===== src/frodo_config.svh =====
`ifndef FRODO_CONFIG_SVH
`define FRODO_CONFIG_SVH

// Matrix row index carried from the flattener to the step tables
`define FRODO_ROW_W 16

// Length field of a step item, also the hash unit block count
`define FRODO_PARAM_W 9

// Longest step table, keygen_prng and keygen_mid
`define FRODO_MAX_STEPS 10

// Rows of matrix A for the largest set, 640 and 976 also work
`define FRODO_GENA_ROWS 1344

// Words per hub move between the hash unit and the outer port
`define FRODO_KOUT_WORDS 4
`define FRODO_KIN_WORDS 16

`endif

===== src/core_bus_pkg.sv =====
`default_nettype none

`include "frodo_config.svh"

package core_bus_pkg;

  typedef logic [`FRODO_PARAM_W-1:0] param_t;
  typedef logic [`FRODO_ROW_W-1:0]   row_idx_t;
  typedef logic [3:0]                hub_mask_t;
  typedef logic [14:0]               word_cnt_t;
  typedef logic [3:0]                k_mode_t;

  // Hub endpoints, one bit each
  localparam hub_mask_t HUB_KECCAK = 4'b0001;
  localparam hub_mask_t HUB_OUTER  = 4'b0010;
  localparam hub_mask_t HUB_MEM    = 4'b0100;
  localparam hub_mask_t HUB_SEED_A = 4'b1000;

  typedef enum logic [4:0] {
    MEM_NONE,
    MEM_OUT_RNG_STATE,
    MEM_IN_RNG_STATE,
    MEM_IN_SEED_SE,
    MEM_OUT_SEED_SE,
    MEM_OUT_U,
    MEM_IN_U,
    MEM_IN_SALT,
    MEM_IN_S_ROW_FIRST,
    MEM_IN_B_COL_FIRST,
    MEM_OUT_B_COL_FIRST,
    MEM_IN_OP_B_PLEQ_S_TIMES_IN_AT,
    MEM_OP_ERASE1
  } mem_cmd_e;

  typedef enum logic [3:0] {
    EXP_GENERIC,
    EXP_KI_BYTE,
    EXP_K_SINGLE,
    EXP_K_LONG_IN,
    EXP_K_LONG_OUT,
    EXP_K_NO_OVERLAP,
    EXP_M,
    EXP_GEN_A_K_OUT
  } exp_kind_e;

  // Source of the hash unit input stream
  typedef enum logic [1:0] {
    KI_FORWARD,
    KI_SEND_BYTE,
    KI_SEND_ZEROS
  } k_in_mode_e;

  typedef struct packed {
    exp_kind_e kind;
    logic      k_is_last;
    logic      k_is_sampled;
    param_t    param;
    mem_cmd_e  mem_cmd;
    logic      is_pack;
    hub_mask_t h_dst;
    hub_mask_t h_src;
  } step_item_t;

  typedef struct packed {
    logic k;
    logic k_in;
    logic k_out;
    logic o_in;
    logic o_out;
    logic m;
    logic s;
  } core_which_t;

  typedef struct packed {
    word_cnt_t  o_in_words;
    word_cnt_t  o_out_words;
    logic [7:0] k_in_byte;
    logic       k_in_not_last;
    k_in_mode_e k_in_mode;
    logic       k_out_not_last;
    logic       k_out_sampled;
    hub_mask_t  h_dst;
    hub_mask_t  h_src;
    logic       is_pack;
    mem_cmd_e   mem_cmd;
    k_mode_t    k_mode;
    param_t     k_count;
    logic       k_en;
    logic       s;
  } core_cmd_t;

endpackage

`default_nettype wire


===== src/kem_cmd_pkg.sv =====
`default_nettype none

package kem_cmd_pkg;

  // Commands a host may issue
  typedef enum logic [2:0] {
    CMD_KEYGEN,
    CMD_ADD_ENTROPY,
    CMD_SETUP_TEST
  } host_cmd_e;

  // Phases handed from the phase sequencer to the flattener
  typedef enum logic [2:0] {
    PH_GEN_A,
    PH_KEYGEN_PRNG,
    PH_KEYGEN_MID,
    PH_KEYGEN_POST_GEN_A,
    PH_ADD_ENTROPY,
    PH_SETUP_TEST
  } phase_e;

  // Step tables known to the step sequencer
  typedef enum logic [3:0] {
    TBL_GEN_A_ITER,
    TBL_KEYGEN_PRNG,
    TBL_KEYGEN_NO_PRNG,
    TBL_KEYGEN_MID,
    TBL_KEYGEN_POST_GEN_A,
    TBL_SETUP_TEST,
    TBL_ADD_ENTROPY
  } step_table_e;

  typedef struct packed {
    phase_e phase;
    logic   is_test;
  } phase_item_t;

endpackage

`default_nettype wire


===== src/kem_control_top.sv =====
`default_nettype none

`include "frodo_config.svh"

module kem_control_top import kem_cmd_pkg::*, core_bus_pkg::*; #(
  parameter int GENA_ROWS = `FRODO_GENA_ROWS
) (
  input  wire logic      clk,
  input  wire logic      i_rst_n,
  input  wire host_cmd_e i_cmd,
  input  wire logic      i_cmd_valid,
  output logic           o_cmd_ready,
  output core_cmd_t      o_core_cmd,
  output core_which_t    o_core_which,
  input  wire logic      i_core_consume
);

  // Phase link
  phase_item_t phase;
  logic        phase_valid;
  logic        phase_consume;

  // Table start link
  step_table_e table_sel;
  logic        tbl_start;
  logic        tbl_can_start;
  row_idx_t    row;

  // Step link
  step_item_t  step;
  logic        step_has_any;
  logic        step_consume;

  kem_phase_sequencer u_phase_seq (
    .clk             (clk),
    .i_rst_n         (i_rst_n),
    .i_cmd           (i_cmd),
    .i_cmd_valid     (i_cmd_valid),
    .o_cmd_ready     (o_cmd_ready),
    .o_phase         (phase),
    .o_phase_valid   (phase_valid),
    .i_phase_consume (phase_consume)
  );

  phase_flattener #(
    .GENA_ROWS (GENA_ROWS)
  ) u_flattener (
    .clk             (clk),
    .i_rst_n         (i_rst_n),
    .i_phase         (phase),
    .i_phase_valid   (phase_valid),
    .o_phase_consume (phase_consume),
    .o_table         (table_sel),
    .o_start         (tbl_start),
    .i_can_start     (tbl_can_start),
    .o_row           (row)
  );

  step_sequencer u_step_seq (
    .clk         (clk),
    .i_rst_n     (i_rst_n),
    .i_table     (table_sel),
    .i_start     (tbl_start),
    .o_can_start (tbl_can_start),
    .i_row       (row),
    .o_step      (step),
    .o_has_any   (step_has_any),
    .i_consume   (step_consume)
  );

  core_cmd_expander u_expander (
    .i_step         (step),
    .i_has_any      (step_has_any),
    .o_consume      (step_consume),
    .o_core_cmd     (o_core_cmd),
    .o_core_which   (o_core_which),
    .i_core_consume (i_core_consume)
  );

endmodule

`default_nettype wire


===== src/core_cmd_expander.sv =====
`default_nettype none

`include "frodo_config.svh"

module core_cmd_expander import core_bus_pkg::*; (
  input  wire step_item_t i_step,
  input  wire logic       i_has_any,
  output logic            o_consume,
  output core_cmd_t       o_core_cmd,
  output core_which_t     o_core_which,
  input  wire logic       i_core_consume
);

  hub_mask_t   hub_any;
  core_which_t which;
  logic        k_kind;

  assign hub_any   = i_step.h_dst | i_step.h_src;
  assign k_kind    = i_step.kind inside {EXP_K_SINGLE, EXP_K_LONG_IN, EXP_K_LONG_OUT,
                                         EXP_K_NO_OVERLAP};
  assign o_consume = i_core_consume;

  ////////////////////////////////////////////////////////////////////////////
  // Unit select
  ////////////////////////////////////////////////////////////////////////////

  always_comb begin
    which = '0;
    if (i_step.kind == EXP_GEN_A_K_OUT) begin
      which.k     = 1'b1;
      which.k_in  = 1'b1;
      which.k_out = 1'b1;
    end else begin
      which.k_in  = (|(i_step.h_dst & HUB_KECCAK)) | (i_step.kind == EXP_KI_BYTE);
      which.k_out = |(i_step.h_src & HUB_KECCAK);
      which.o_out = |(i_step.h_dst & HUB_OUTER);
      which.o_in  = |(i_step.h_src & HUB_OUTER);
      which.m     = (|(hub_any & HUB_MEM)) | (i_step.kind == EXP_M);
      which.s     = |(hub_any & HUB_SEED_A);
      which.k     = (hub_any != '0) | k_kind;
    end
  end

  assign o_core_which = i_has_any ? which : '0;

  ////////////////////////////////////////////////////////////////////////////
  // Command fields
  ////////////////////////////////////////////////////////////////////////////

  always_comb begin
    o_core_cmd = '0;

    // Outer port word counts for the two fixed-size moves
    if (i_step.h_dst == HUB_KECCAK && i_step.h_src == HUB_OUTER) begin
      o_core_cmd.o_in_words = word_cnt_t'(`FRODO_KIN_WORDS);
    end
    if (i_step.h_dst == HUB_OUTER && i_step.h_src == HUB_KECCAK) begin
      o_core_cmd.o_out_words = word_cnt_t'(`FRODO_KOUT_WORDS);
    end

    o_core_cmd.k_in_byte      = i_step.param[7:0];
    o_core_cmd.k_in_not_last  = ~i_step.k_is_last;
    o_core_cmd.k_in_mode      = (i_step.kind == EXP_KI_BYTE) ? KI_SEND_BYTE : KI_FORWARD;
    o_core_cmd.k_out_not_last = ~i_step.k_is_last;
    o_core_cmd.k_out_sampled  = i_step.k_is_sampled;
    o_core_cmd.h_dst          = i_step.h_dst;
    o_core_cmd.h_src          = i_step.h_src;
    o_core_cmd.is_pack        = i_step.is_pack;
    o_core_cmd.mem_cmd        = i_step.mem_cmd;
    o_core_cmd.s              = |(i_step.h_dst & HUB_SEED_A);

    // Hash unit run mode and block count
    case (i_step.kind)
      EXP_GEN_A_K_OUT: begin
        o_core_cmd.k_mode  = 4'b1000;
        o_core_cmd.k_count = 9'd16;
        o_core_cmd.k_en    = 1'b1;
      end
      EXP_K_SINGLE: begin
        o_core_cmd.k_count = 9'd1;
        o_core_cmd.k_en    = 1'b1;
      end
      EXP_K_LONG_IN: begin
        o_core_cmd.k_mode  = 4'b0001;
        o_core_cmd.k_count = i_step.param;
        o_core_cmd.k_en    = 1'b1;
      end
      EXP_K_LONG_OUT: begin
        o_core_cmd.k_count = i_step.param;
        o_core_cmd.k_en    = 1'b1;
      end
      default: begin
        // no_overlap leaves the hash unit disabled as well
        o_core_cmd.k_en = 1'b0;
      end
    endcase
  end

endmodule

`default_nettype wire


===== src/step_sequencer.sv =====
`default_nettype none

`include "frodo_config.svh"

module step_sequencer import kem_cmd_pkg::*, core_bus_pkg::*; (
  input  wire logic        clk,
  input  wire logic        i_rst_n,
  input  wire step_table_e i_table,
  input  wire logic        i_start,
  output logic             o_can_start,
  input  wire row_idx_t    i_row,
  output step_item_t       o_step,
  output logic             o_has_any,
  input  wire logic        i_consume
);

  localparam int MAX_STEPS = `FRODO_MAX_STEPS;

  typedef logic [$clog2(MAX_STEPS+1)-1:0] len_t;

  step_table_e          table_q;
  logic [MAX_STEPS-1:0] state;
  len_t                 len_q;
  logic                 busy;
  logic                 last_step;
  int                   idx;

  function automatic len_t table_len(step_table_e sel);
    len_t n;
    case (sel)
      TBL_GEN_A_ITER:        n = 4;
      TBL_KEYGEN_PRNG:       n = 10;
      TBL_KEYGEN_NO_PRNG:    n = 1;
      TBL_KEYGEN_MID:        n = 10;
      TBL_KEYGEN_POST_GEN_A: n = 6;
      TBL_SETUP_TEST:        n = 4;
      default:               n = 5;
    endcase
    return n;
  endfunction

  // Step without a hub move
  function automatic step_item_t op(exp_kind_e kind, param_t param,
                                    mem_cmd_e mem = MEM_NONE);
    return '{kind, 1'b0, 1'b0, param, mem, 1'b0, 4'b0000, 4'b0000};
  endfunction

  // Hub move from src to dst
  function automatic step_item_t mv(hub_mask_t src, hub_mask_t dst, mem_cmd_e mem,
                                    logic last, logic sampled = 1'b0, logic pack = 1'b0);
    return '{EXP_GENERIC, last, sampled, '0, mem, pack, dst, src};
  endfunction

  assign o_can_start = ~busy;
  assign o_has_any   = busy;
  assign last_step   = (idx == int'(len_q) - 1);

  always_comb begin
    idx = 0;
    for (int i = 0; i < MAX_STEPS; i++) begin
      if (state[i]) idx = i;
    end
  end

  ////////////////////////////////////////////////////////////////////////////
  // Step tables
  ////////////////////////////////////////////////////////////////////////////

  always_comb begin
    o_step = op(EXP_GENERIC, '0);
    case (table_q)
      TBL_GEN_A_ITER:
        case (idx)
          // One row of A, seeded with the row index and seed_a
          0: o_step = op(EXP_KI_BYTE, {1'b0, i_row[7:0]});
          1: o_step = op(EXP_KI_BYTE, {1'b0, i_row[15:8]});
          2: o_step = mv(HUB_SEED_A, HUB_KECCAK, MEM_NONE, 1'b1);
          default: o_step = '{EXP_GEN_A_K_OUT, 1'b1, 1'b0, '0, MEM_NONE, 1'b0,
                              HUB_MEM, HUB_KECCAK};
        endcase
      TBL_KEYGEN_PRNG:
        case (idx)
          // Secret s, seed_se and z from the RNG state
          0: o_step = op(EXP_KI_BYTE, 9'h000);
          1: o_step = mv(HUB_MEM, HUB_KECCAK, MEM_OUT_RNG_STATE, 1'b1);
          2: o_step = op(EXP_K_SINGLE, '0);
          3: o_step = mv(HUB_KECCAK, HUB_OUTER, MEM_NONE, 1'b0);
          4: o_step = mv(HUB_KECCAK, HUB_MEM, MEM_IN_SEED_SE, 1'b0);
          5: o_step = mv(HUB_KECCAK, HUB_SEED_A, MEM_NONE, 1'b1);
          // Refresh the RNG state
          6: o_step = op(EXP_K_SINGLE, '0);
          7: o_step = op(EXP_KI_BYTE, 9'h001);
          8: o_step = mv(HUB_MEM, HUB_KECCAK, MEM_OUT_RNG_STATE, 1'b1);
          default: o_step = mv(HUB_KECCAK, HUB_MEM, MEM_IN_RNG_STATE, 1'b1);
        endcase
      TBL_KEYGEN_NO_PRNG: o_step = mv(HUB_MEM, HUB_OUTER, MEM_OUT_U, 1'b0);
      TBL_KEYGEN_MID:
        case (idx)
          // Sample S and E from seed_se
          0: o_step = op(EXP_K_LONG_OUT, 9'd317);
          1: o_step = op(EXP_KI_BYTE, 9'h05f);
          2: o_step = mv(HUB_MEM, HUB_KECCAK, MEM_OUT_SEED_SE, 1'b1);
          3: o_step = mv(HUB_KECCAK, HUB_MEM | HUB_OUTER, MEM_IN_S_ROW_FIRST, 1'b0, 1'b1);
          4: o_step = mv(HUB_KECCAK, HUB_MEM, MEM_IN_B_COL_FIRST, 1'b1, 1'b1);
          // seed_a from z, also sent out
          5: o_step = op(EXP_K_SINGLE, '0);
          6: o_step = mv(HUB_SEED_A, HUB_KECCAK, MEM_NONE, 1'b1);
          7: o_step = mv(HUB_KECCAK, HUB_SEED_A | HUB_OUTER, MEM_NONE, 1'b1);
          8: o_step = op(EXP_K_NO_OVERLAP, '0);
          default: o_step = op(EXP_M, '0, MEM_IN_OP_B_PLEQ_S_TIMES_IN_AT);
        endcase
      TBL_KEYGEN_POST_GEN_A:
        case (idx)
          // Packed b goes out and into pkh
          0: o_step = op(EXP_K_NO_OVERLAP, '0);
          1: o_step = op(EXP_K_LONG_IN, 9'd159);
          2: o_step = mv(HUB_SEED_A, HUB_KECCAK, MEM_NONE, 1'b0);
          3: o_step = mv(HUB_MEM, HUB_KECCAK | HUB_OUTER, MEM_OUT_B_COL_FIRST, 1'b1, 1'b0, 1'b1);
          4: o_step = mv(HUB_KECCAK, HUB_OUTER, MEM_NONE, 1'b1);
          default: o_step = op(EXP_M, '0, MEM_OP_ERASE1);
        endcase
      TBL_SETUP_TEST:
        case (idx)
          0: o_step = mv(HUB_OUTER, HUB_MEM, MEM_IN_SEED_SE, 1'b0);
          1: o_step = mv(HUB_OUTER, HUB_MEM, MEM_IN_U, 1'b0);
          2: o_step = mv(HUB_OUTER, HUB_MEM, MEM_IN_SALT, 1'b0);
          default: o_step = mv(HUB_OUTER, HUB_SEED_A, MEM_NONE, 1'b0);
        endcase
      default:
        case (idx)
          // Host entropy mixed into the RNG state
          0: o_step = op(EXP_K_SINGLE, '0);
          1: o_step = op(EXP_KI_BYTE, 9'h005);
          2: o_step = mv(HUB_MEM, HUB_KECCAK, MEM_OUT_RNG_STATE, 1'b0);
          3: o_step = mv(HUB_OUTER, HUB_KECCAK, MEM_NONE, 1'b1);
          default: o_step = mv(HUB_KECCAK, HUB_MEM, MEM_IN_RNG_STATE, 1'b1);
        endcase
    endcase
  end

  always_ff @(posedge clk) begin
    if (!i_rst_n) begin
      busy    <= 1'b0;
      state   <= '0;
      table_q <= TBL_GEN_A_ITER;
      len_q   <= '0;
    end else if (i_start && !busy) begin
      busy    <= 1'b1;
      state   <= {{(MAX_STEPS-1){1'b0}}, 1'b1};
      table_q <= i_table;
      len_q   <= table_len(i_table);
    end else if (busy && i_consume) begin
      if (last_step) begin
        busy <= 1'b0;
      end else begin
        state <= state << 1;
      end
    end
  end

  // Row index from the flattener must hold for the whole table too
  a_step_stable: assert property (
    @(posedge clk) disable iff (!i_rst_n)
    (o_has_any && !i_consume) |=> (o_has_any && $stable(o_step))
  );

endmodule

`default_nettype wire


===== src/phase_flattener.sv =====
`default_nettype none

`include "frodo_config.svh"

module phase_flattener import kem_cmd_pkg::*, core_bus_pkg::*; #(
  parameter int GENA_ROWS = `FRODO_GENA_ROWS
) (
  input  wire logic        clk,
  input  wire logic        i_rst_n,
  input  wire phase_item_t i_phase,
  input  wire logic        i_phase_valid,
  output logic             o_phase_consume,
  output step_table_e      o_table,
  output logic             o_start,
  input  wire logic        i_can_start,
  output row_idx_t         o_row
);

  localparam row_idx_t LAST_ROW = row_idx_t'(GENA_ROWS - 1);

  row_idx_t row_cnt;
  logic     is_gen_a;
  logic     last_row;

  assign is_gen_a = (i_phase.phase == PH_GEN_A);
  assign last_row = (row_cnt == LAST_ROW);
  assign o_start  = i_phase_valid & i_can_start;

  // Matrix A phase stays put until its final row has started
  assign o_phase_consume = o_start & (~is_gen_a | last_row);

  always_comb begin
    case (i_phase.phase)
      PH_GEN_A:             o_table = TBL_GEN_A_ITER;
      PH_KEYGEN_PRNG:       o_table = i_phase.is_test ? TBL_KEYGEN_NO_PRNG : TBL_KEYGEN_PRNG;
      PH_KEYGEN_MID:        o_table = TBL_KEYGEN_MID;
      PH_KEYGEN_POST_GEN_A: o_table = TBL_KEYGEN_POST_GEN_A;
      PH_ADD_ENTROPY:       o_table = TBL_ADD_ENTROPY;
      default:              o_table = TBL_SETUP_TEST;
    endcase
  end

  always_ff @(posedge clk) begin
    if (!i_rst_n) begin
      row_cnt <= '0;
    end else if (o_start && is_gen_a) begin
      row_cnt <= last_row ? '0 : row_cnt + 1'b1;
    end
  end

  // Row seen by the table that just started
  always_ff @(posedge clk) begin
    if (o_start) begin
      o_row <= row_cnt;
    end
  end

  a_row_in_range: assert property (
    @(posedge clk) disable iff (!i_rst_n) int'(row_cnt) < GENA_ROWS
  );

endmodule

`default_nettype wire


===== src/kem_phase_sequencer.sv =====
`default_nettype none

module kem_phase_sequencer import kem_cmd_pkg::*; (
  input  wire logic        clk,
  input  wire logic        i_rst_n,
  input  wire host_cmd_e   i_cmd,
  input  wire logic        i_cmd_valid,
  output logic             o_cmd_ready,
  output phase_item_t      o_phase,
  output logic             o_phase_valid,
  input  wire logic        i_phase_consume
);

  localparam int N_PHASES = 4;

  host_cmd_e           cmd_q;
  logic [N_PHASES-1:0] state;
  logic                busy;
  logic                test_flag;
  logic                is_test_q;
  logic                cmd_fire;
  logic                phase_fire;
  logic                last_phase;

  assign o_cmd_ready   = ~busy;
  assign o_phase_valid = busy;
  assign cmd_fire      = i_cmd_valid & o_cmd_ready;
  assign phase_fire    = o_phase_valid & i_phase_consume;
  assign last_phase    = (cmd_q == CMD_KEYGEN) ? state[N_PHASES-1] : state[0];

  // Phase list of the running command
  always_comb begin
    o_phase.is_test = is_test_q;
    case (cmd_q)
      CMD_KEYGEN: begin
        case (1'b1)
          state[1]: o_phase.phase = PH_KEYGEN_MID;
          state[2]: o_phase.phase = PH_GEN_A;
          state[3]: o_phase.phase = PH_KEYGEN_POST_GEN_A;
          default:  o_phase.phase = PH_KEYGEN_PRNG;
        endcase
      end
      CMD_ADD_ENTROPY: o_phase.phase = PH_ADD_ENTROPY;
      default:         o_phase.phase = PH_SETUP_TEST;
    endcase
  end

  always_ff @(posedge clk) begin
    if (!i_rst_n) begin
      busy      <= 1'b0;
      state     <= '0;
      cmd_q     <= CMD_KEYGEN;
      test_flag <= 1'b0;
      is_test_q <= 1'b0;
    end else if (cmd_fire) begin
      busy      <= 1'b1;
      state     <= {{(N_PHASES-1){1'b0}}, 1'b1};
      cmd_q     <= i_cmd;
      // flag describes the previous command, so it moves on first
      test_flag <= (i_cmd == CMD_SETUP_TEST);
      is_test_q <= test_flag;
    end else if (phase_fire) begin
      if (last_phase) begin
        busy <= 1'b0;
      end else begin
        state <= state << 1;
      end
    end
  end

  // Host keeps valid low while a command is still running
  a_cmd_only_when_ready: assert property (
    @(posedge clk) disable iff (!i_rst_n) i_cmd_valid |-> o_cmd_ready
  );

endmodule

`default_nettype wire


===== config.mk =====
export PLATFORM = sky130hd
export DESIGN_NAME = kem_control_top
export DESIGN_NICKNAME = d
export VERILOG_FILES = /design/src/core_bus_pkg.sv /design/src/kem_cmd_pkg.sv /design/src/kem_control_top.sv /design/src/core_cmd_expander.sv /design/src/step_sequencer.sv /design/src/phase_flattener.sv /design/src/kem_phase_sequencer.sv
export VERILOG_INCLUDE_DIRS = /design/src /design/src/src
export SDC_FILE = /design/constraint.sdc
export NUM_CORES = 1
export LEC_CHECK = 0
export BUFFER_PORTS_ARGS = -buffer_cell sky130_fd_sc_hd__buf_4
export CORE_MARGIN = 8
export CORE_UTILIZATION = 50
export DETAILED_ROUTE_END_ITERATION = 16
export GPL_TIMING_DRIVEN = 0
export HOLD_SLACK_MARGIN = 0.15
export PLACE_DENSITY = 0.75
export SLEW_MARGIN = 0
export SYNTH_ARGS = -nofsm -noshare
export SYNTH_HDL_FRONTEND = slang
export SYNTH_SLANG_ARGS = --single-unit

===== constraint.sdc =====
create_clock -name clk -period 3.3 [get_ports clk]
set_input_delay 0.165 -clock clk [delete_from_list [all_inputs] [get_ports clk]]
set_output_delay 0.165 -clock clk [all_outputs]
set_load 0.05 [all_outputs]

Yosys cells after proc, flatten, opt, wreduce, memory -nomap -nowiden

Memory sizes are Yosys's and may differ from the RTL's.
Index checks and enable logic that the tools add are counted.

Bits in registers: 61
Bits in read-only memories: 576
Word-level logic and storage cells: 144
Bits in latches: 0
Output and inout port bits: 80
Memory bits (writable): 0
Memories: 2

Divide/modulo/power cells: 0
Bitwise logic cells: 16
Magnitude comparators: 0
Mux-type cells: 46
Multiply operators: 0
Equal/unequal tests: 35
Reduce and logical (&&, ||, !) cells: 30
Add/subtract/negate cells: 2
Shifts and indexed selects: 0

Memory list:

| memory          | depth | bits a word | read ports | clocked after Yosys merged registers in | wr ports | line                 | source |
|---|---|---|---|---|---|---|---|
| (no name shown) | 16    | 24          | 1          | 0                                       | 0        | step_sequencer.sv:98 | `case (idx)` |
| (no name shown) | 16    | 12          | 1          | 0                                       | 0        | step_sequencer.sv:82 | `case (idx)` |

Operators with widths:

| kind                                            | count |
|---|---|
| one-hot mux 29 bit (6 select lines)             | 1 |
| one-hot mux 28 bit (5 select lines)             | 1 |
| one-hot mux 27 bit (4 select lines)             | 1 |
| one-hot mux 28 bit (3 select lines)             | 1 |
| == test 32 x 2 -> 1 bit, second input constant  | 2 |
| 2-to-1 mux 29 bit                               | 2 |
| one-hot mux 12 bit (3 select lines)             | 1 |
| == test 32 x 1 -> 1 bit, second input constant  | 1 |
| == test 32 x 3 -> 1 bit, second input constant  | 1 |
| == test 32 bit                                  | 1 |
| == test 4 x 2 -> 1 bit, second input constant   | 8 |
| == test 4 x 3 -> 1 bit, second input constant   | 8 |
| logical NOT 32 bit                              | 1 |
| logical NOT 28 bit, first input constant        | 1 |
| one-hot mux 9 bit (3 select lines)              | 1 |
| == test 4 x 1 -> 1 bit, second input constant   | 5 |
| one-hot mux 4 bit (5 select lines)              | 1 |
| 2-to-1 mux 3 bit                                | 6 |
| adder 16 x 1 -> 16 bit, second input constant   | 1 |
| == test 16 x 11 -> 1 bit, second input constant | 1 |
| 2-to-1 mux 1 bit                                | 16 |
| 2-to-1 mux 16 bit                               | 1 |
| one-hot mux 4 bit (4 select lines)              | 1 |
| 2-to-1 mux 2 bit                                | 6 |
| 24 further kinds                                | 60 |

Depth between registers and ports, before layout

Depth after elaboration: 17
Mapped depth: 16
Depth with buffers taken out: 13

Modules after synthesis

Synthesis repeated with hierarchy kept, for this count alone.

Cells, all modules: 575
Area total of the unflattened synthesis: 4594.4 um^2

By module, submodules not included:

| module              | seq. area each (um^2) | times used | cells an instance | area each (um^2) |
|---|---|---|---|---|
| step_sequencer      | 380.4                 | 1          | 294               | 2018.2 |
| phase_flattener     | 800.8                 | 1          | 120               | 1346.3 |
| core_cmd_expander   | 0.0                   | 1          | 103               | 725.7 |
| kem_phase_sequencer | 200.2                 | 1          | 58                | 504.2 |

Worst setup path after synthesis

No wires, ideal clock.

Path kind: register to output
Start: register u_step_seq.state[9]
End: output o_core_which[6] (netlist bit)
Arrival: 4.395 ns
Stages on the path, launching flop included: 15
Buffers on the path: 4
Path slack: -1.260 ns
Data required time: 3.135 ns
Cells stage by stage: dfxtp_1 -> clkbuf_1 -> nor2_1 -> clkbuf_1 -> buf_2 -> nand2_1 -> inv_1 -> ha_1 -> clkbuf_1 -> or3b_2 -> nor2_1 -> nand2_1 -> a21oi_1 -> nor3_1 -> a41oi_1

RTL lines:

| item                     | line                  | source |
|---|---|---|
| start: declaration       | step_sequencer.sv:22  | `logic [MAX_STEPS-1:0] state;` |
| start signal: assignment | step_sequencer.sv:149 | `state <= {{(MAX_STEPS-1){1'b0}}, 1'b1};` |
| start signal: assignment | step_sequencer.sv:156 | `state <= state << 1;` |
| end: declaration         | kem_control_top.sv:14 | `output core_which_t o_core_which,` |

==> metrics.txt <==
first-pass GRT wire length between 20 and 25 mm; Max-Cap Viols 0; yosys warns 0; Seq pwr share 0.375; Setup Skew just over 0.01 ns; Die Span Y 108 um; Post-Synth XOR/XNOR Area 0.0207; Critical Path RT 3.13 ns; mux cell area share after synthesis 0.0451; sequential-to-total area share from yosys stat 0.322; Clock Tree Root clkbuf_8; #FFs+latches synth 60; Net Sw Frac 0.349; number of diodes 0; Crit. End Element primary output; initial antenna violation count 0; non-filler cells, final 743; crit path max fanout 6; Top FF cell, synth dfxtp_1; CTS tree done; Psw approximately 0.74 mW; DR DRC count 0; Synth Instances between 500 and 600; mapped cell area 4220 um2; CTS Buf Count 9; Ports 87; clock power share 0.309; worst vdd rail ir drop between 0.0003 and 0.0004 V; Core Rows 33; Final Critical Period roughly 3.4 ns; drt wl/cell approximately 17 um; Port Buf Inserts between 50 and 60; Arrival @ worst endpoint about 3.2 ns; Overall Global Routing Usage 0.215; Final setup viols 11; Clock Path Buffers 2; simple-gate area share of the yosys netlist 0.256; Filler cells between 600 and 700; initial core utilization 0.514; Detailed Route WL approximately 12 mm; vias in the first global route around 4200; failing checks setup timing; # clock sinks 60; Die ar. between 10000 and 15000 um2; Setup crit start kind register; Fin. Hold Viols 0; met2 wire length about 6 mm; final worst-path cycle share 1.03; gpl congestion around 0.9; outcome complete, but fails checks; leak pwr around 2.5 nW; total congestion overflow 0; Area Overhead vs Synth 39.0%; setup total negative slack -0.637 ns; Nets roughly 650; layout cells sized above 1 0.354; Clk Latency, worst-skew pair approximately 0.34 ns; Max-slew headroom 0.234; DR vias around 4300; Worst Tran Pin Value ~1.1 ns; fmax around 300 MHz; Pre-Repair DR Iteration Count 6; Post-Route M1 WL 5.01 mm; die width 108 um; final worst setup slack -0.104 ns; vias per cell between 5 and 6; Synth Area in Compound Gates 0.219; DR iter-0 viols ~280; pin count of the biggest net entering global routing 26; combinational fraction of design power 0.316; RSZ-0062 raised after global routing yes; Inst Count DP between 700 and 800; max layer used met4; Worst-path clk slew ~0.07 ns; adder-cell area share of the yosys netlist 0.0231; Hold Crit Class primary input to register; Post-synth EDFFs 16; post-synthesis async set-or-reset flop share 0; met3 wire len a little over 1 mm; max-slew violation count 0; Internal Pwr Total roughly 1.4 mW; critical path type register to primary output; Routed Antenna Nets 0; Hold WS about 0.23 ns; largest family of logic cells by synthesized area simple AND/OR/NAND/NOR gates; H-tree Lvls 3; Yosys cell types 81; post-DP HPWL around 9.1 mm; syn_area_per_cell 8.18 um2; Power Dens Cells roughly 360 nW/um2; Core ar. ~8000 um2; Design Power 2.13 mW
==> Yosys cell counts (3+ instances only) <==
master    count  share of area
nor3_2        4         0.0095
buf_2         7         0.0083
a21oi_1      35          0.041
a31oi_1       4         0.0059
o21bai_1      3         0.0053
or4_1         4         0.0071
mux2i_1      19          0.045
o21ai_1       4         0.0047
or3_1        11          0.016
nand2b_1      6         0.0089
xor2_1        9          0.019
nor2_1       35          0.031
and3_1       11          0.016
or2_2         3         0.0044
nor2b_1       8          0.012
dfxtp_1      44           0.21
nor3b_1       3         0.0053
edfxtp_1     16           0.11
nand3_1      17          0.020
buf_4        35          0.062
nor3_1       13          0.015
inv_1        21          0.019
ha_1          7          0.021
a211oi_1      3         0.0053
o22ai_1       3         0.0044
o31ai_1       3         0.0053
a22oi_1       5         0.0089
o21ai_0      26          0.031
nand2_1      49          0.044
a21boi_0      4         0.0071
nand4_1       8          0.012
o211ai_1      3         0.0053
a21boi_1      4         0.0071
clkbuf_1     18          0.016
and2_1        4         0.0059
==> area by class of cell <==
cell class	instances	area [um2]	area share
well taps	105	131	0.0224
repair buffers	77	667	0.114
plain buffers	61	449	0.0766
flip-flops and latches	60	1370	0.233
clock inverters	4	47.5	0.00810
clock buffers	12	155	0.0264
inverters	22	95.1	0.0162
multi-input cells	402	2950	0.503
==> flip-flops by register name, indices dropped and copies added (netlist names) <==
name,flops
u_phase_seq.test_flag,1
u_phase_seq.o_phase_valid,1
u_flattener.row_cnt,16
u_phase_seq.cmd_q,3
u_phase_seq.state,4
u_flattener.o_row,16
u_step_seq.table_q,3
u_step_seq.len_q,4
u_step_seq.o_has_any,1
u_phase_seq.is_test_q,1
u_step_seq.state,10
==> metrics by stage <==
step / setup slack (ns) / area, um2 / util
floorplan: -0.0126 / 4640 / -
global placement: -0.392 / 5170 / 0.630
detailed placement: -0.396 / 5170 / 0.630
CTS: -0.116 / 5700 / 0.693
global route: -0.239 / 5870 / 0.714
finish: -0.104 / 5870 / 0.714
==> routing by layer <==
metal	global-route usage	vias up
li1	-	2051
met1	0.248	1996
met5	0	-
met4	0.103	0
met3	0.0593	36
met2	0.358	177
==> power groups by stage <==
stage	logic [mW]	registers (mW)	clock network, mW
floorplan	0.506	0.808	0
global placement	0.620	0.814	0
detailed placement	0.628	0.815	0
CTS	0.650	0.799	0.675
global route	0.717	0.802	0.700
finish	0.673	0.799	0.658
==> worst max-delay path: stages (launching register included) <==
cell      delay, ns
dfxtp_2        0.35
nand2b_4       0.12
a21oi_2        0.05
o21ai_2        0.16
and2_4         0.21
inv_4          0.06
ha_4           0.18
or4_4          0.48
o211ai_1       0.18
a21oi_2        0.11
a22oi_2        0.29
buf_4          0.17
nand3_4        0.12
inv_8          0.11
o31a_4         0.15
buf_8          0.14
==> cells in the final DEF, fill, tap and decap left out, types with 11 or more instances in the layout <==
master	n
nand2_1	47
nand3_1	14
dfxtp_1	38
buf_6	15
mux2i_1	18
a21oi_1	29
nor2_1	29
o21ai_0	23
nor3_1	11
inv_1	18
buf_4	91
conb_1	33
edfxtp_1	16
clkbuf_8	14
clkbuf_1	11
==> final timing paths <==
path,from,to,slack [ns],cells after the start
max,u_step_seq.state[2],o_core_which[5],-0.10,15
min,i_core_consume,u_step_seq.o_has_any,0.23,3
max reg2reg,u_step_seq.o_has_any,u_step_seq.table_q[0],0.63,6
min reg2reg,u_step_seq.state[0],u_step_seq.state[0],0.45,2
==> cells by family after synthesis <==
group / after synthesis
compound gates: 135
xor+xnor: 10
fa+ha+maj: 8
buf+inv: 86
flops: 60
mux: 19
other cells: 1
simple gates: 197
==> repair_timing <==
| item | CTS | global route |
|---|---|---|
| pin swaps | 12 | 17 |
| buffers inserted | 15 | 5 |
| endpoints found under the hold margin | 5 | 0 |
| hold buffers | 4 | 0 |
| resized for setup | 43 | 34 |
| endpoints found under the setup margin | 33 | 22 |
Note: power is estimated with default switching activity, not from simulation.
